**src/edge_pkg.sv**
```systemverilog
// edge detection package with frame constants, pixel types and the gray and threshold math
package edge_pkg;

    typedef logic [8:0]  coord_t;      // column or row
    typedef logic [11:0] rgb444_t;     // r[11:8] g[7:4] b[3:0]
    typedef logic [7:0]  gray_t;       // 4*(r + 2g + b), max 240
    typedef logic [10:0] magnitude_t;  // |gx| + |gy|, max 1920

    // active frame size
    localparam coord_t frame_width  = 9'd320;
    localparam coord_t frame_height = 9'd240;

    localparam magnitude_t strong_threshold = 11'd25;  // above this -> white
    localparam magnitude_t noise_threshold  = 11'd12;  // at or below this -> black

    typedef struct packed {
        coord_t x;
        coord_t y;
    } pixel_pos_t;

    // row 0 is the oldest line, column 0 the leftmost pixel
    typedef struct packed {
        gray_t p00;
        gray_t p01;
        gray_t p02;
        gray_t p10;
        gray_t p11;
        gray_t p12;
        gray_t p20;
        gray_t p21;
        gray_t p22;
    } window_t;

    typedef struct packed {
        pixel_pos_t pos;
        gray_t      value;
    } edge_pixel_t;

    // luma approximation, green weighted twice
    function automatic gray_t rgb_to_gray(rgb444_t rgb);
        logic [5:0] sum;
        sum = {2'b00, rgb[11:8]} + {1'b0, rgb[7:4], 1'b0} + {2'b00, rgb[3:0]};
        return {sum, 2'b00};
    endfunction

    // two-level threshold on the gradient magnitude
    function automatic gray_t edge_value(magnitude_t mag);
        if (mag > strong_threshold) begin
            return 8'hff;
        end else if (mag > noise_threshold) begin
            return mag[7:0];  // mid band passes through, 13..25
        end
        return 8'h00;
    endfunction

endpackage
```
**src/sobel_kernel.sv**
```systemverilog
// sobel kernel, two-stage gradient and magnitude pipeline with threshold and output enable
`timescale 1ns/1ps

module sobel_kernel (
    input  logic                  clk,
    input  logic                  rst_n,
    input  logic                  enable,
    input  logic                  win_stb,
    input  edge_pkg::window_t     win,
    input  edge_pkg::pixel_pos_t  win_pos,
    output logic                  edge_valid,
    output edge_pkg::edge_pixel_t edge_out
);
    import edge_pkg::*;

    // weighted 1-2-1 tap sum, max 960
    function automatic logic [9:0] tap_sum(gray_t a, gray_t b, gray_t c);
        return {2'b00, a} + {1'b0, b, 1'b0} + {2'b00, c};
    endfunction

    logic [9:0]         left_sum;
    logic [9:0]         right_sum;
    logic [9:0]         top_sum;
    logic [9:0]         bottom_sum;

    // stage 1
    logic               stb_q;
    logic signed [10:0] gx_q;    // +-960
    logic signed [10:0] gy_q;
    pixel_pos_t         pos_q;

    magnitude_t         abs_x;
    magnitude_t         abs_y;
    magnitude_t         magnitude;

    assign left_sum   = tap_sum(win.p00, win.p10, win.p20);
    assign right_sum  = tap_sum(win.p02, win.p12, win.p22);
    assign top_sum    = tap_sum(win.p00, win.p01, win.p02);
    assign bottom_sum = tap_sum(win.p20, win.p21, win.p22);

    always_ff @(posedge clk or negedge rst_n) begin
        if (!rst_n) begin
            stb_q <= 1'b0;
        end else begin
            stb_q <= win_stb;
        end
    end

    always_ff @(posedge clk) begin
        if (win_stb) begin
            gx_q  <= $signed({1'b0, right_sum}) - $signed({1'b0, left_sum});
            gy_q  <= $signed({1'b0, bottom_sum}) - $signed({1'b0, top_sum});
            pos_q <= win_pos;
        end
    end

    // stage 2, |gx| + |gy| then threshold
    assign abs_x     = gx_q[10] ? magnitude_t'(-gx_q) : magnitude_t'(gx_q);
    assign abs_y     = gy_q[10] ? magnitude_t'(-gy_q) : magnitude_t'(gy_q);
    assign magnitude = abs_x + abs_y;  // cannot overflow, max 1920

    always_ff @(posedge clk or negedge rst_n) begin
        if (!rst_n) begin
            edge_valid <= 1'b0;
            edge_out   <= '0;
        end else begin
            edge_valid <= stb_q & enable;  // enable only gates here
            if (stb_q && enable) begin
                edge_out.pos   <= pos_q;
                edge_out.value <= edge_value(magnitude);
            end
        end
    end

endmodule

```
**config.mk**
```make
export PLATFORM = sky130hd
export DESIGN_NAME = sobel_kernel
export DESIGN_NICKNAME = d
export VERILOG_FILES = /design/src/edge_pkg.sv /design/src/sobel_kernel.sv
export SDC_FILE = /design/constraint.sdc
export NUM_CORES = 1
export LEC_CHECK = 0
export BUFFER_PORTS_ARGS = -buffer_cell sky130_fd_sc_hd__buf_2
export CAP_MARGIN = 20
export CORE_ASPECT_RATIO = 0.6
export CORE_UTILIZATION = 45
export CTS_CLUSTER_DIAMETER = 30
export DETAILED_ROUTE_END_ITERATION = 8
export GPL_TIMING_DRIVEN = 0
export PLACE_DENSITY = 0.68
export SETUP_SLACK_MARGIN = 0.15
export SYNTH_ARGS = -nofsm -noshare
export SYNTH_HDL_FRONTEND = slang
export SYNTH_SLANG_ARGS = --single-unit
export TNS_END_PERCENT = 10
```
**constraint.sdc**
```tcl
create_clock -name clk -period 9.7 [get_ports clk]
set_input_delay 0.485 -clock clk [delete_from_list [all_inputs] [get_ports clk]]
set_output_delay 0.485 -clock clk [all_outputs]
set_load 0.01 [all_outputs]
```
== Word level (Yosys, flattened, before mapping) ==
Index checks and enable logic that the tools add are counted.
Storage, ports and cells
  logic and storage cells: 34
  bits in registers: 68
  bits of input ports: 94
Cells by class
  bitwise logic cells: 1
  $lt $le $gt $ge: 2
  mux-type cells: 8
  add/sub/neg operators: 13
  reductions and logical operators: 1
Operator list (number)
  10-bit by 8-bit adder with 10-bit output: 4
  8-bit by 9-bit adder with 10-bit output: 4
  8-bit two-way mux: 3
  11-bit two-way mux: 2
  11-bit negation: 2
  10-bit by 10-bit subtractor with 11-bit output: 2
  11-bit adder: 1
  11-bit by 4-bit greater-than comparator with 1-bit output (second input constant): 1
  11-bit by 5-bit greater-than comparator with 1-bit output (second input constant): 1
  1-bit two-way mux: 3
  1-bit bitwise AND: 1
  1-bit logical AND: 1

== Longest topological paths before layout ==
  depth in word-level cells: 8
  depth in mapped cells: 16

== Least setup slack after synthesis ==
Ideal clock, no wire load.
  path kind: input -> register
  from: input port win[18] (netlist bit)
  to: register gx_q[9], data pin
  arrival time: 3.355 ns
  path buffers: 0
  path slack: 6.080 ns
  library setup time: 0.265 ns
  stages: 13
  cells stage by stage: inv_1 -> fa_1 -> fa_1 -> fa_1 -> inv_1 -> fa_1 -> inv_1 -> a21oi_1 -> o21bai_1 -> a21o_1 -> a21oi_1 -> o21ai_0 -> xor2_1
On the way
  longest elaborated chain between the ends: 2
RTL lines
  start: declaration: RTL line sobel_kernel.sv:9  | input edge_pkg::window_t win,
  10-bit by 8-bit adder with 10-bit output: RTL line sobel_kernel.sv:18  | return {2'b00, a} + {1'b0, b, 1'b0} + {2'b00, c};
  10-bit by 10-bit subtractor with 11-bit output: RTL line sobel_kernel.sv:51  | gx_q <= $signed({1'b0, right_sum}) - $signed({1'b0, left_sum});
  end signal: assignment: RTL line sobel_kernel.sv:51
  end: declaration: RTL line sobel_kernel.sv:28  | logic signed [10:0] gx_q;
No other way between the ends.
A chain may end at the register's enable or synchronous reset.

== Worst setup path after layout ==
  from: input port win[50] (netlist bit)
  to: register gy_q[10], data pin
On the way
  longest elaborated chain between the ends: 2
RTL lines
  10-bit by 8-bit adder with 10-bit output: RTL line sobel_kernel.sv:18
  10-bit by 10-bit subtractor with 11-bit output: RTL line sobel_kernel.sv:52  | gy_q <= $signed({1'b0, bottom_sum}) - $signed({1'b0, top_sum});
  end signal: assignment: RTL line sobel_kernel.sv:52
  end: declaration: RTL line sobel_kernel.sv:29  | logic signed [10:0] gy_q;
No other way between the ends.

==> flow_summary.yaml <==
setup_path:
  crit_fanout: 2
  crit_type: "in2reg"
  rr_worst_depth: 11
  rrSetupSlack_ps: 6090
  r2r_end: "edge_out[3]"
  required_ps: 9870
  reg2reg_from: "gy_q[4]"
  arrival_ps: 3840
  startpoint_type: "input pin"
  critPathCaptureType: "register"
clock_tree:
  cts_root_buf: "clkbuf_16"
  post_cts_buffers: 0
  insertion_delay_ps: 330
  clockBufferDepth: 2
  clk_pin_slew_ps: 50
  numCtsBuffers: 9
  cts.sinks: 68
  cts_hold_buf: 0
  cts_resized: 0
  cts_tree: "built"
  htreeDepth: 3
synth:
  synth_compound_area_frac: 0.09677
  yosysSeqAreaShare: 0.3605
  synth.distinct_cells: 43
  async_reset_ff_frac: 0.4118
  synth_top_family_by_area: "adder cells"
  synth_edf_count: 40
  synth-xor-area-share: 0.06143
  synth-simple-area-share: 0.09464
  yosys_warnings: 0
  syn-mean-instance-area_um2: 10.97
  ys_ff_latch: 68
  synth_nets: 674
  synthMuxAreaShare: 0
  synth_fa_ha_area_frac: 0.3245
  synth_ff_type: "edfxtp_1"
  syn_inst: 481
  syn_area_mm2: 0.005275
pwr:
  p_leak_nw: 3.006
  vdd_drop_max_uv: 193.9
  p_per_area_mw_per_mm2: 346.0
timing:
  relSlewSlack: 0.3662
  hold_slack_ps: 185.9
  period_share: 0.3776
  clock_skew_ps: 6.144
  rsz0062_at_grt: "no"
  max_clock_freq_mhz: 273.0
  tns_ps: 0
  hold_violations: 0
  post-route-min-period_ps: 3663
  slew_violations: 0
  setup_viol: 0
  worstMarginPinSlew_ps: 950.7
placed_design:
  io_buffers: 112
  finalWeightedCongestion: 0.8027
  place_inst: 753
  hpwl_um: 8482
  dpl_cell_area_mm2: 0.006036
job:
  maxCapViolCount: 0
grt:
  grt_max_degree: 42
  grt_first_pass_wirelength_um: 17600
  overflow: 0
  antenna_found_initial: 0
  track_usage: 0.1868
  first_global_vias: 3890
drt:
  drcViolationCount: 0
  ant_nets: 0
  post_drt_via_cell_ratio: 4.752
  drtIter0Drc: 159
  wirelength_um: 10190
  drt_first_pass_iters: 4
  vias: 3654
  wl_per_cell_um: 13.25
final_layout:
  area_growth_pct: 20.28
  finalNetCount: 797
  multi_input_area_mm2: 0.003045
  drive_gt1_frac: 0.2250
  final_cells: 769
  nFillCells: 1019
  num_antenna_cells: 0
  stdcell_area_mm2: 0.006345
  fin_util: 0.5579
  regArea_mm2: 0.001902
floorplan:
  die_y_um: 85.87
  initial_utilization: 0.4638
  rows: 30
  die_area_mm2: 0.01217
  io_pins: 121
  die_w_um: 141.8
  core-area_mm2: 0.01137
run_status:
  status: "finished clean"
worst_hold_path:
  hold_class: "in2async"
## metrics by stage
step / total power, W / setup WS [ps]
global route: 0.002398 / 5746
floorplan: 0.001546 / 6080
CTS: 0.002208 / 5974
finish: 0.002196 / 6037
global placement: 0.001791 / 5698
detailed placement: 0.001850 / 5639
## sequential cells by signal, indices dropped and copies added, names as in the netlist
name        cells
gy_q           11
edge_out       26
stb_q           1
edge_valid      1
pos_q          18
gx_q           11
## cells in the mapped netlist (2+ instances only)
cell type   n  area (um2)
xnor2_1    26       227.7
o41ai_1     2       17.52
nand2b_1    3       18.77
nor3_1      5       25.02
xor2_1     11       96.34
dfrtp_1    28       700.7
inv_1      76       285.3
nand3_1     4       20.02
nand2_1    72       270.3
clkbuf_1    6       22.52
a21oi_1    28       140.1
nand4_1     3       18.77
nor2_1     17       63.81
fa_1       63        1261
edfxtp_1   40        1201
o21bai_1    4       30.03
o21ai_0    13       65.06
o31ai_1     4       30.03
ha_1       36       450.4
or2_2       2       12.51
a31oi_1     2       12.51
a21o_1     11       82.58
a211oi_1    3       22.52
nor2b_1     3       18.77
## power breakdown
group,internal [W],switching (W)
Combinational,0.000588,0.000783
Clock,0.000224,0.000116
Sequential,0.000427,0.0000582
Total,0.00124,0.000957
## routing by layer
metal,GRT usage,up-vias,share of wire
met5,0,-,0
met4,0.04497,0,0.0041
met3,0.03518,5,0.032
met2,0.3077,66,0.47
met1,0.2575,1765,0.49
li1,-,1818,-
## final cells by class
| class | count | share of cell area |
|---|---|---|
| repair buffers | 112 | 0.08835 |
| flip-flops and latches | 68 | 0.2997 |
| inverters | 77 | 0.04555 |
| clock inverters | 5 | 0.01203 |
| well taps | 160 | 0.03155 |
| plain buffers | 8 | 0.006113 |
| clock buffers | 11 | 0.03668 |
| multi-input cells | 328 | 0.4800 |
## logic make-up after synthesis
family,after synthesis
adder cells (fa/ha/maj),99
AO/OA/AOI/OAI,78
XOR/XNOR,37
flip-flops,68
AND/OR/NAND/NOR,114
buffers and inverters,85
## layout by cell type (no fill, tap or decap), types with 9 or more instances in the layout
master / netlist / final
nand2_1: 72 / 72
xor2_1: 11 / 11
edfxtp_1: 40 / 40
nor2_1: 17 / 17
inv_1: 76 / 76
o21ai_0: 13 / 13
xnor2_1: 26 / 26
buf_2: 1 / 113
a21oi_1: 28 / 28
fa_1: 63 / 63
clkbuf_16: 0 / 9
a21o_1: 11 / 11
ha_1: 36 / 36
dfrtp_1: 28 / 28
## critical path, stage by stage
cell,delay [ps]
buf_2,90
inv_1,60
fa_1,510
fa_1,520
fa_1,520
ha_1,300
a21o_1,180
a21oi_1,260
o21bai_1,100
a21oi_1,280
o21ai_0,200
a21o_1,210
a21oi_1,140
## worst max path at each step
stage / endpoint / start / slack (ps) / depth (start not counted)
3_5_place_dp: gy_q[10] / win[50] / 5640 / 13
4_1_cts: gy_q[10] / win[50] / 5970 / 13
3_3_place_gp: gy_q[10] / win[50] / 5700 / 13
6_report: gy_q[10] / win[50] / 6040 / 13
2_1_floorplan: gx_q[9] / win[18] / 6080 / 13
5_1_grt: gy_q[9] / win[0] / 5750 / 16
(Power assumes the default switching activity.)
