==> src/edge_pkg.sv <==
// edge detection package with frame constants, pixel types and the gray and threshold math
package edge_pkg;

    typedef logic [8:0]  coord_t;      // column or row
    typedef logic [11:0] rgb444_t;     // r[11:8] g[7:4] b[3:0]
    typedef logic [7:0]  gray_t;       // 4*(r + 2g + b), max 240
    typedef logic [10:0] magnitude_t;  // |gx| + |gy|, max 1920

    // active frame size
    localparam coord_t frame_width  = 9'd320;
    localparam coord_t frame_height = 9'd240;

    localparam magnitude_t strong_threshold = 11'd25;  // above this -> white
    localparam magnitude_t noise_threshold  = 11'd12;  // at or below this -> black

    typedef struct packed {
        coord_t x;
        coord_t y;
    } pixel_pos_t;

    // row 0 is the oldest line, column 0 the leftmost pixel
    typedef struct packed {
        gray_t p00;
        gray_t p01;
        gray_t p02;
        gray_t p10;
        gray_t p11;
        gray_t p12;
        gray_t p20;
        gray_t p21;
        gray_t p22;
    } window_t;

    typedef struct packed {
        pixel_pos_t pos;
        gray_t      value;
    } edge_pixel_t;

    // luma approximation, green weighted twice
    function automatic gray_t rgb_to_gray(rgb444_t rgb);
        logic [5:0] sum;
        sum = {2'b00, rgb[11:8]} + {1'b0, rgb[7:4], 1'b0} + {2'b00, rgb[3:0]};
        return {sum, 2'b00};
    endfunction

    // two-level threshold on the gradient magnitude
    function automatic gray_t edge_value(magnitude_t mag);
        if (mag > strong_threshold) begin
            return 8'hff;
        end else if (mag > noise_threshold) begin
            return mag[7:0];  // mid band passes through, 13..25
        end
        return 8'h00;
    endfunction

endpackage
==> src/scan_tracker.sv <==
// scan tracker, finds frame starts and gives every active pixel its column and row
`timescale 1ns/1ps

module scan_tracker (
    input  logic                clk,
    input  logic                rst_n,
    input  logic                vsync,
    input  logic                active_area,
    input  edge_pkg::rgb444_t   pixel,
    output logic                pix_stb,
    output edge_pkg::rgb444_t   pix_data,
    output edge_pkg::pixel_pos_t pix_pos,
    output logic                frame_start
);
    import edge_pkg::*;

    logic   vsync_q;
    logic   active_q;
    coord_t col_cnt;     // next column to assign
    coord_t row_cnt;
    logic   vsync_rise;
    logic   line_full;
    logic   new_line;
    logic   accept;

    assign vsync_rise = vsync & ~vsync_q;
    assign line_full  = (col_cnt == frame_width);
    // first pixel after a gap, once the current line is complete
    assign new_line   = active_area & ~active_q & line_full;

    // drop anything past the last column or the last row
    assign accept = active_area & ~vsync_rise &
                    (new_line ? (row_cnt != frame_height - 9'd1) : ~line_full);

    always_ff @(posedge clk or negedge rst_n) begin
        if (!rst_n) begin
            vsync_q     <= 1'b0;
            active_q    <= 1'b0;
            frame_start <= 1'b0;
            pix_stb     <= 1'b0;
            col_cnt     <= '0;
            row_cnt     <= '0;
        end else begin
            vsync_q     <= vsync;
            active_q    <= active_area;
            frame_start <= vsync_rise;
            pix_stb     <= accept;
            if (vsync_rise) begin
                col_cnt <= '0;
                row_cnt <= '0;
            end else if (accept) begin
                if (new_line) begin
                    col_cnt <= 9'd1;  // this pixel takes column 0
                    row_cnt <= row_cnt + 9'd1;
                end else begin
                    col_cnt <= col_cnt + 9'd1;
                end
            end
        end
    end

    always_ff @(posedge clk) begin
        if (accept) begin
            pix_data  <= pixel;
            pix_pos.x <= new_line ? '0 : col_cnt;
            pix_pos.y <= new_line ? row_cnt + 9'd1 : row_cnt;
        end
    end

endmodule

==> config.mk <==
export PLATFORM = sky130hd
export DESIGN_NAME = scan_tracker
export DESIGN_NICKNAME = d
export VERILOG_FILES = /design/src/edge_pkg.sv /design/src/scan_tracker.sv
export SDC_FILE = /design/constraint.sdc
export NUM_CORES = 1
export LEC_CHECK = 0
export ABC_AREA = 1
export BUFFER_PORTS_ARGS = -buffer_cell sky130_fd_sc_hd__buf_2
export CAP_MARGIN = 0
export CORE_ASPECT_RATIO = 0.7
export CORE_UTILIZATION = 30
export CTS_CLUSTER_DIAMETER = 150
export DETAILED_ROUTE_END_ITERATION = 8
export PLACE_DENSITY = 0.58
export SLEW_MARGIN = 10
export SYNTH_ARGS = -nofsm -noshare
export SYNTH_HDL_FRONTEND = slang
export SYNTH_SLANG_ARGS = --single-unit
==> constraint.sdc <==
create_clock -name clk -period 2.1 [get_ports clk]
set_input_delay 0.21 -clock clk [delete_from_list [all_inputs] [get_ports clk]]
set_output_delay 0.21 -clock clk [all_outputs]
set_load 0.05 [all_outputs]
After elaboration in Yosys (flattened, before gate mapping)
Index checks and enable logic that the tools add are counted.
Widths: inputs -> output; s select.
- $add $sub $neg: 2
- multiply operators: 0
- div/mod/pow operators: 0
- magnitude comparators: 0
- equal/unequal tests: 2
- shift operators: 0
- muxes and demuxes: 7
- bitwise operators: 9
- reductions and logical operators: 1
- operator list (kind ; number):
    $mux 9 ; 6
    $add 9x1->9 const B ; 2
    $eq 9x9->1 const B ; 1
    $ne 9x8->1 const B ; 1
    $and 1x1->1 ; 5
    $not 1->1 ; 4
    $reduce_bool 2->1 ; 1
    $mux 1 ; 1
- register bits after elaboration: 52
- bits in latches: 0
- bits in writable memories: 0
- ROM bits: 0
- input port bits: 16
- output and inout bits: 32
- word-level logic and storage cells: 30
- memories kept: 0

Depth between registers and ports, before layout
Gate-level depths: netlist of run 1.
- word-level depth: 7
- depth in mapped cells: 12
- mapped depth without buffers: 11

Worst setup path after synthesis of run 1
Ideal clock, no wire load.
- kind: reg2reg
- start point: register col_cnt[0]
- end point: register pix_data[0], enable pin
- library setup time: 374 ps
- arrival time: 1464 ps
- path slack: 262 ps
- stages on the path, launching flop included: 10
- path through: dfrtp_1 -> inv_1 -> ha_1 -> nand2_2 -> inv_1 -> nand2_2 -> nor2_4 -> nand4_2 -> nand2_4 -> inv_2
- longest elaborated chain between the ends: 4
- elaborated cells between the ends (all ways): 5
- those cells by class: eq/ne (1); mux (1); bitwise (3)
- RTL lines (what ; RTL line ; source):
    start, declared ; scan_tracker.sv:19 ; coord_t col_cnt;
    start signal, assigned ; scan_tracker.sv:56 ; col_cnt <= col_cnt + 9'd1;
    $eq 9x9->1 (*) ; scan_tracker.sv:27 ; assign line_full = (col_cnt == frame_width);
    $and 1x1->1 / $not 1->1 (equally long branches) ; scan_tracker.sv:29, scan_tracker.sv:33 ;
    $mux 1 (*) ; scan_tracker.sv:33 ; (new_line ? (row_cnt != frame_height - 9'd1) : ~line_full);
    $and 1x1->1 (*) ; scan_tracker.sv:32 ; assign accept = active_area & ~vsync_rise &
    net accept ; scan_tracker.sv:24 ; logic accept;
    end signal, assigned ; scan_tracker.sv:64 ; pix_data <= pixel;
    end, declared ; scan_tracker.sv:11 ; output edge_pkg::rgb444_t pix_data,
Mark *: on every way through the listed nets, which the timed path passes. The rest lies on a longest branch.
A chain may end at the register's enable or synchronous reset.

Final worst setup path of run 1
- start point: register col_cnt[0]
- end point: register pix_pos[6] (netlist name), data pin
- longest elaborated chain between the ends: 3
- RTL lines (what ; RTL line ; source):
    $eq 9x9->1 ; scan_tracker.sv:27 ;
    $and 1x1->1 ; scan_tracker.sv:29 ; assign new_line = active_area & ~active_q & line_full;
    $mux 9 ; -- ;
    end, declared ; scan_tracker.sv:12 ; output edge_pkg::pixel_pos_t pix_pos,
No other way between the ends.

==> run summary, run 1 <==
total iterations of the first detailed-routing run -> 4
Worst Path Arrival -> 1.87 ns
Fin. Hold Viols -> 0
first-pass GRT wire length -> 7.78 mm
DRC Markers -> 0
Avg WL per Cell -> 12.4 um
initial antenna violation count -> 0
most frequent cells in the layout -> nand2_1, buf_2, edfxtp_1
largest net degree at the start of global routing -> 33
Synth Cell Area -> 2420 sq um
row cnt -> 26
HP Class -> in -> reg
cells on worst reg2reg path -> 9
Int Power -> 1.80 mW
Worst Tran Pin Value -> 0.625 ns
sequential area share after synthesis -> 0.600
Fmax -> 546 MHz
critical path launch point type -> flop
Sw Share -> 0.263
Synth Register Bits -> 52
CTS tree -> done
Placed Instance Area -> 2730 sq um
Core Util, Final -> 0.385
Clock Path Buffers -> 2
cell count after synthesis -> 237
H-tree levels -> 2
RR Startpoint -> col_cnt[0]$_DFFE_PN0P_
Ys Warns -> 0
Max IR drop VDD -> 0.341 mV
Vias -> 1655
multi-input logic area -> 774 sq um
Psw -> 0.640 mW
number of CTS-inserted buffers -> 5
Crit Path Max Fanout -> 14
# setup viols final -> 0
outcome -> finished, final reports clean
leakage power total -> 1.39 nW
Starting DRT DRC Count -> 140
max cap viols -> 0
Post-Syn Nets -> 256
Worst R2R Setup Slack -> 0.27 ns
worst r2r dst -> pix_pos[6]$_DFFE_PP_
Core ar. -> 7550 sq um
Clock power frac -> 0.382
Die H -> 77.1 um
crit path capture type -> flop
max_slew headroom -> 0.583
Slew Viols, Final -> 0
final net count -> 303
Post-DP HPWL -> 3.32 mm
Synth cell types -> 28
Reg power frac -> 0.489
Fillers -> 755
worst endpoint required time -> 2.14 ns
RSZ-0062 raised after global routing -> no
Clock Skew -> 0.00529 ns
crit path time final -> 1.83 ns
slack of the critical path -> 0.267 ns
area grow syn2layout -> 20.1%
FF+latch area -> 1450 sq um
P per Cell Area -> 839 nW/um^2
Remaining Overflow, GRT -> 0
Setup Crit Path Kind -> reg -> reg
# diodes -> 0
DIE AREA -> 8430 sq um
crit path from -> col_cnt[0]$_DFFE_PN0P_
Root Driver -> clkbuf_16
layout cells sized above 1 -> 0.291
Final Cycle Share -> 0.873
setup TNS -> 0 ns
Avg Inst Size Synth -> 10.2 sq um
post_cts resized -> 0
Antenna Nets Post-Route -> 0
IO buf count -> 47
cell area after layout -> 2900 sq um
critical path capture point -> pix_pos[6]$_DFFE_PP_
gp weighted congestion -> 0.836
GRT Total Usage -> 0.123
number of global-route vias before repair -> 1580
Comb pwr share -> 0.129
Initial Util -> 0.320
Vias per Instance -> 4.32
commonest non-fill, non-tap cell in the layout -> nand2_1
Sink Count -> 52
Ports -> 48
Reg clk slew, reported paths -> 0.07 ns
Post-Route WL -> 4.74 mm
Place WS -> 0.288 ns
chip width -> 109 um
worst skew pair latency -> 0.29 ns
-- what timing repair did --
action | in CTS | in global routing
hold endpoints to repair | 22 | 0
setup buffers | 0 | 0
hold buffers | 1 | 0
-- kinds of logic (layout without fill, tap and decap cells) --
| kind of cell | count (synthesis) | in the layout | share of synthesized area |
|---|---|---|---|
| xor+xnor | 9 | 9 | 0.0326 |
| simple gates | 123 | 123 | 0.248 |
| compound gates | 11 | 11 | 0.0243 |
| buf+inv | 39 | 87 | 0.0792 |
| fa+ha+maj | 3 | 3 | 0.0155 |
| flops | 52 | 52 | 0.600 |
-- cell type report --
type | count | area share
Clock inverter | 2 | 0.0134
Timing Repair Buffer | 51 | 0.0966
Inverter | 28 | 0.0366
Clock buffer | 6 | 0.0444
Tap cell | 98 | 0.0422
Multi-Input combinational cell | 146 | 0.267
Sequential cell | 52 | 0.500
-- sequential cells by signal (all words and copies together), names as in the netlist --
register and cells:
col_cnt 9, pix_stb 1, row_cnt 9, frame_start 1
pix_data 12, pix_pos 18, vsync_q 1, active_q 1
-- power groups by stage --
stage	registers, mW	clock network [mW]	logic (mW)
final	1.19	0.930	0.314
after floorplan	1.29	0	0.175
after global routing	1.20	0.999	0.341
after detailed placement	1.21	0	0.317
after global placement	1.21	0	0.312
after CTS	1.19	0.956	0.319
-- synthesized netlist by cell type --
cell	instances	area share
a21oi_1	3	0.0062
a21oi_2	1	0.0036
buf_12	1	0.0083
buf_2	1	0.0021
buf_4	1	0.0031
buf_6	3	0.014
clkbuf_1	5	0.0078
clkinv_1	1	0.0016
clkinv_2	1	0.0021
dfrtp_1	22	0.23
edfxtp_1	30	0.37
ha_1	3	0.016
inv_1	23	0.036
inv_2	3	0.0047
nand2_1	65	0.10
nand2_2	6	0.016
nand2_4	1	0.0047
nand3_1	20	0.041
nand3_2	5	0.021
nand4_1	4	0.010
nand4_2	1	0.0052
nor2_1	13	0.020
nor2_2	4	0.010
nor2_4	4	0.019
o21ai_0	3	0.0062
o21ai_1	4	0.0083
xnor2_1	3	0.011
xor2_1	6	0.022
-- layer usage --
metal | vias to the layer above | global-route usage | part of all wire
li1 | 852 | - | -
met3 | 5 | 0.0366 | 0.063
met2 | 47 | 0.172 | 0.41
met1 | 751 | 0.178 | 0.51
met4 | 0 | 0.0453 | 0.013
met5 | - | 0 | 0
-- through the flow --
step | power, mW | hold WS (ns) | cells
after floorplan | 1.46 | -0.0856 | 237
after CTS | 2.47 | 0.0293 | 383
after global placement | 1.52 | 0.228 | 374
after detailed placement | 1.53 | 0.227 | 374
final | 2.44 | 0.0354 | 383
after global routing | 2.54 | 0.0270 | 383
-- critical path: stages (launching register included) --
cell and delay, ns:
dfrtp_1 0.44, inv_1 0.12, ha_1 0.17, nand2_2 0.06
inv_1 0.07, nand2_2 0.06, nor2_4 0.10, nand2_2 0.20
o21ai_1 0.29, nand2_1 0.07
-- worst min path at each step --
stage | from | end | slack, ns | cells after the start
2_1_floorplan | rst_n | active_q$_DFF_PN0_ | -0.09 | 0
3_3_place_gp | rst_n | col_cnt[3]$_DFFE_PN0P_ | 0.23 | 1
3_5_place_dp | rst_n | col_cnt[3]$_DFFE_PN0P_ | 0.23 | 1
4_1_cts | vsync | vsync_q$_DFF_PN0_ | 0.03 | 1
5_1_grt | vsync | vsync_q$_DFF_PN0_ | 0.03 | 1
6_report | vsync | vsync_q$_DFF_PN0_ | 0.04 | 1
Power figures use the tool's default switching activity.
==> run 2: changes to the inputs <==
--- a/config.mk
+++ b/config.mk
@@ -6,9 +6,8 @@
 export NUM_CORES = 1
 export LEC_CHECK = 0
 export ABC_AREA = 1
+export ABC_CLOCK_PERIOD_IN_PS = 2100
 export BUFFER_PORTS_ARGS = -buffer_cell sky130_fd_sc_hd__buf_2
-export CAP_MARGIN = 0
-export CORE_ASPECT_RATIO = 0.7
 export CORE_UTILIZATION = 30
 export CTS_CLUSTER_DIAMETER = 150
 export DETAILED_ROUTE_END_ITERATION = 8
==> run summary, run 2 (same netlist as run 1, synthesis figures left out) <==
worst endpoint required time -> 2.11 ns
Die H -> 91.8 um
final hold slack -> 0.0178 ns
Worst Tran Pin Value -> 0.636 ns
Slew Viols, Final -> 0
RSZ-0062 raised after global routing -> no
Vias -> 1693
Core ar. -> 7770 sq um
Reg clk slew, reported paths -> 0.09 ns
Vias per Instance -> 4.36
Fillers -> 801
Slowest-stage cell, CP -> dfrtp_1
worst skew pair latency -> 0.31 ns
# diodes -> 0
Post-Route WL -> 4.41 mm
critical path launch point type -> flop
crit path time final -> 1.84 ns
layout cells sized above 1 -> 0.297
Crit Path Max Fanout -> 30
Final Power -> 2.19 mW
Sink Count -> 52
Antenna Nets Post-Route -> 0
P per Cell Area -> 765 nW/um^2
GRT Total Usage -> 0.115
Avg WL per Cell -> 11.4 um
Post-Place Cells -> 379
Largest register FFs -> 18
Place WS -> 0.271 ns
Fin. Hold Viols -> 0
HP Class -> in -> reg
slack of the critical path -> 0.258 ns
commonest non-fill, non-tap cell in the layout -> nand2_1
max_slew headroom -> 0.575
Fmax -> 543 MHz
number of CTS-inserted buffers -> 5
area grow syn2layout -> 18.3%
Max IR drop VDD -> 0.303 mV
final net count -> 304
Starting DRT DRC Count -> 116
crit path capture type -> flop
final cell count without fillers -> 388
met3 WL -> 189 um
Largest Register -> pix_pos
Remaining Overflow, GRT -> 0
total iterations of the first detailed-routing run -> 4
first-pass GRT wire length -> 7.57 mm
H-tree levels -> 2
Clock Path Buffers -> 2
Ports -> 48
DR top layer -> met4
number of global-route vias before repair -> 1588
Worst Path Arrival -> 1.85 ns
max cap viols -> 0
Post-DP HPWL -> 3.07 mm
DIE AREA -> 8420 sq um
Root Driver -> clkbuf_8
leakage power total -> 1.37 nW
row cnt -> 32
Final Cycle Share -> 0.877
chip width -> 91.8 um
Setup Crit Path Kind -> reg -> reg
most frequent cells in the layout -> nand2_1, buf_2, edfxtp_1
Initial Util -> 0.311
top flop regs -> pix_pos x18, pix_data x12
Critical Path, Cell by Cell -> inv_1 -> ha_1 -> nand2_2 -> inv_1 -> nand2_2 -> nor2_4 -> nand4_2 -> nand2_4 -> inv_2 -> buf_12
gp weighted congestion -> 0.882
critical path's largest stage delay -> 0.44 ns
IO buf count -> 47
CTS tree -> done
initial antenna violation count -> 0
largest net degree at the start of global routing -> 31
Clock Skew -> 0.00907 ns
DRC Markers -> 0
# setup viols final -> 0
met1 wire length -> 2.08 mm
outcome -> finished, final reports clean
setup TNS -> 0 ns
WL met2 -> 2.04 mm
[run 2: final cells by class]
type / instances / area, sq um / share of cell area
multi-input cells: 146 / 774 / 0.271
flip-flops and latches: 52 / 1450 / 0.508
clock buffers: 5 / 68.8 / 0.0241
well taps: 102 / 128 / 0.0446
clock inverters: 3 / 42.5 / 0.0149
inverters: 28 / 106 / 0.0372
repair buffers: 52 / 288 / 0.101
[run 2: repair_timing]
| action | 4_1_cts | 5_1_grt |
|---|---|---|
| endpoints found under the setup margin | 0 | 0 |
| hold buffers | 1 | 0 |
| hold endpoints to repair | 22 | 0 |
| gates resized for setup | 0 | 0 |
| setup buffers | 0 | 0 |
[run 2: path summary, 6_finish.rpt]
path | to | startpoint | cells after the start | slack, ns
min reg2reg | row_cnt[8]$_DFFE_PN0P_ | row_cnt[8]$_DFFE_PN0P_ | 2 | 0.56
min | vsync_q$_DFF_PN0_ | vsync | 1 | 0.02
max reg2reg | pix_pos[15]$_SDFFCE_PP0P_ | col_cnt[0]$_DFFE_PN0P_ | 10 | 0.26
min in group asynchronous | col_cnt[2]$_DFFE_PN0P_ | rst_n | 2 | 0.40
max in group asynchronous | col_cnt[7]$_DFFE_PN0P_ | rst_n | 2 | 1.33
max | pix_pos[15]$_SDFFCE_PP0P_ | col_cnt[0]$_DFFE_PN0P_ | 10 | 0.26
[run 2: power breakdown]
part,switching [mW],internal (mW)
logic,0.227,0.0912
registers,0.0471,1.14
clock network,0.328,0.353
total,0.603,1.58
[run 2: per-stage QoR]
stage | utilization | area, sq um
finish | 0.368 | 2860
global route | 0.368 | 2860
CTS | 0.368 | 2860
detailed placement | 0.352 | 2740
global placement | 0.352 | 2740
floorplan | - | 2420
[run 2: layer usage]
metal / vias to the layer above / GRT usage
li1: 853 / -
met1: 793 / 0.151
met2: 40 / 0.179
met3: 7 / 0.0257
met4: 0 / 0.0586
met5: - / 0
[run 2: critical path: cells and delay by family, from the launching register on]
| kind | cells | cell delay, ns |
|---|---|---|
| flip-flops | 1 | 0.44 |
| buffers and inverters | 4 | 0.52 |
| AND/OR/NAND/NOR | 5 | 0.34 |
| adder cells (fa/ha/maj) | 1 | 0.21 |
==> run 3: changes to the inputs <==
--- a/config.mk
+++ b/config.mk
@@ -7,10 +7,11 @@
 export LEC_CHECK = 0
 export ABC_AREA = 1
 export ABC_CLOCK_PERIOD_IN_PS = 2100
-export BUFFER_PORTS_ARGS = -buffer_cell sky130_fd_sc_hd__buf_2
+export BUFFER_PORTS_ARGS = -buffer_cell sky130_fd_sc_hd__clkbuf_2
 export CORE_UTILIZATION = 30
 export CTS_CLUSTER_DIAMETER = 150
 export DETAILED_ROUTE_END_ITERATION = 8
+export HOLD_SLACK_MARGIN = 0.08
 export PLACE_DENSITY = 0.58
 export SLEW_MARGIN = 10
 export SYNTH_ARGS = -nofsm -noshare
==> constraint.sdc (replaced) <==
create_clock -name clk -period 2.1 [get_ports clk]
set_input_delay 0.21 -clock clk [delete_from_list [all_inputs] [get_ports clk]]
set_output_delay 0.21 -clock clk [all_outputs]
set_load 0.01 [all_outputs]
==> run summary, run 3 (same netlist as run 1, synthesis figures left out) <==
Place WS -> 0.279 ns
row cnt -> 32
H-tree levels -> 2
Crit Path Max Fanout -> 30
# setup viols final -> 0
Setup Buffers After CTS -> 0
Vias per Instance -> 4.24
critical path launch point type -> flop
Starting DRT DRC Count -> 94
gp weighted congestion -> 0.868
Core Util, Final -> 0.388
P per Cell Area -> 724 nW/um^2
Max IR drop VDD -> 0.210 mV
Fmax -> 541 MHz
Post-DP HPWL -> 3.14 mm
total iterations of the first detailed-routing run -> 4
Antenna Nets Post-Route -> 0
Avg WL per Cell -> 11.4 um
worst endpoint required time -> 2.11 ns
Initial Util -> 0.311
Worst Path Arrival -> 1.86 ns
Ports -> 48
leakage power total -> 1.44 nW
Core ar. -> 7770 sq um
area grow syn2layout -> 24.8%
Die H -> 91.8 um
Clock Skew -> 0.0112 ns
crit path capture type -> flop
Setup Crit Path Kind -> reg -> reg
crit path time final -> 1.85 ns
commonest non-fill, non-tap cell in the layout -> nand2_1
Remaining Overflow, GRT -> 0
largest net degree at the start of global routing -> 31
Largest register FFs -> 18
Vias -> 1709
Final Cycle Share -> 0.880
Worst Tran Pin Value -> 0.640 ns
Largest Register -> pix_pos
DRC Markers -> 0
Post-Route WL -> 4.58 mm
chip width -> 91.8 um
DIE AREA -> 8420 sq um
Sink Count -> 52
number of CTS-inserted buffers -> 5
initial antenna violation count -> 0
max_slew headroom -> 0.573
RSZ-0062 raised after global routing -> no
post_cts resized -> 0
number of global-route vias before repair -> 1655
Fin. Hold Viols -> 0
final net count -> 319
Reg clk slew, reported paths -> 0.10 ns
outcome -> finished, final reports clean
setup TNS -> 0 ns
layout cells sized above 1 -> 0.286
CTS tree -> done
Slew Viols, Final -> 0
GRT Total Usage -> 0.121
worst skew pair latency -> 0.31 ns
top flop regs -> pix_pos x18, pix_data x12
# diodes -> 0
first-pass GRT wire length -> 7.93 mm
slack of the critical path -> 0.252 ns
hold_buf cts -> 14
Clock Path Buffers -> 2
max cap viols -> 0
HP Class -> in -> async
Root Driver -> clkbuf_8
IO buf count -> 47
most frequent cells in the layout -> nand2_1, clkbuf_2, edfxtp_1
==> run 3: changes by cell type in the layout (fill, tap and decap cells not counted) <==
cell	change
buf_2	-47
buf_4	+1
clkbuf_2	+47
clkbuf_8	+1
clkinv_2	-1
clkinv_4	+1
clkinvlp_4	-1
dlygate4sd3_1	+14
==> run 3: per-layer routing <==
metal  vias to the layer above  track usage  part of all wire
met4                         0       0.0508             0.012
li1                        881            -                 -
met2                        34        0.195              0.47
met5                         -            0                 0
met1                       790        0.156              0.48
met3                         4       0.0249             0.042
==> run 3: worst max-delay path, stage by stage, from the launching register on <==
cell and delay, ns:
dfrtp_1 0.44, inv_1 0.10, ha_1 0.21, nand2_2 0.07
inv_1 0.05, nand2_2 0.07, nor2_4 0.04, nand4_2 0.10
nand2_4 0.06, inv_2 0.17, buf_12 0.22
==> run 3: report_power, final <==
part	internal [mW]	switching (mW)
combinational	0.116	0.162
sequential	1.14	0.0361
clock	0.390	0.341
total	1.65	0.539
==> run 3: area by class of cell <==
cell class / instances / area [sq um]
Multi-Input combinational cell: 146 / 774
Tap cell: 102 / 128
Fill cell: 782 / 4750
Timing Repair Buffer: 67 / 435
Clock buffer: 6 / 82.6
Inverter: 28 / 106
Clock inverter: 2 / 38.8
Sequential cell: 52 / 1450
==> run 3: through the flow <==
step	power, mW	cell area, sq um	std cells	hold WS, ns
global placement	1.45	2750	380	0.249
floorplan	1.38	2420	237	-0.0856
finish	2.19	3020	403	0.422
global route	2.28	3020	403	0.490
CTS	2.21	3010	402	0.0813
detailed placement	1.46	2750	380	0.241
==> run 3: final timing paths <==
| kind | startpoint | end | slack, ns | cells after the start |
|---|---|---|---|---|
| worst max-delay path | col_cnt[0]$_DFFE_PN0P_ | pix_pos[8]$_DFFE_PP_ | 0.25 | 10 |
| worst min-delay path | rst_n | col_cnt[3]$_DFFE_PN0P_ | 0.42 | 2 |
| worst max register to register | col_cnt[0]$_DFFE_PN0P_ | pix_pos[8]$_DFFE_PP_ | 0.25 | 10 |
| worst min register to register | row_cnt[8]$_DFFE_PN0P_ | row_cnt[8]$_DFFE_PN0P_ | 0.56 | 2 |
| max in group asynchronous | rst_n | col_cnt[6]$_DFFE_PN0P_ | 1.29 | 2 |
| min in group clk | row_cnt[8]$_DFFE_PN0P_ | row_cnt[8]$_DFFE_PN0P_ | 0.56 | 2 |
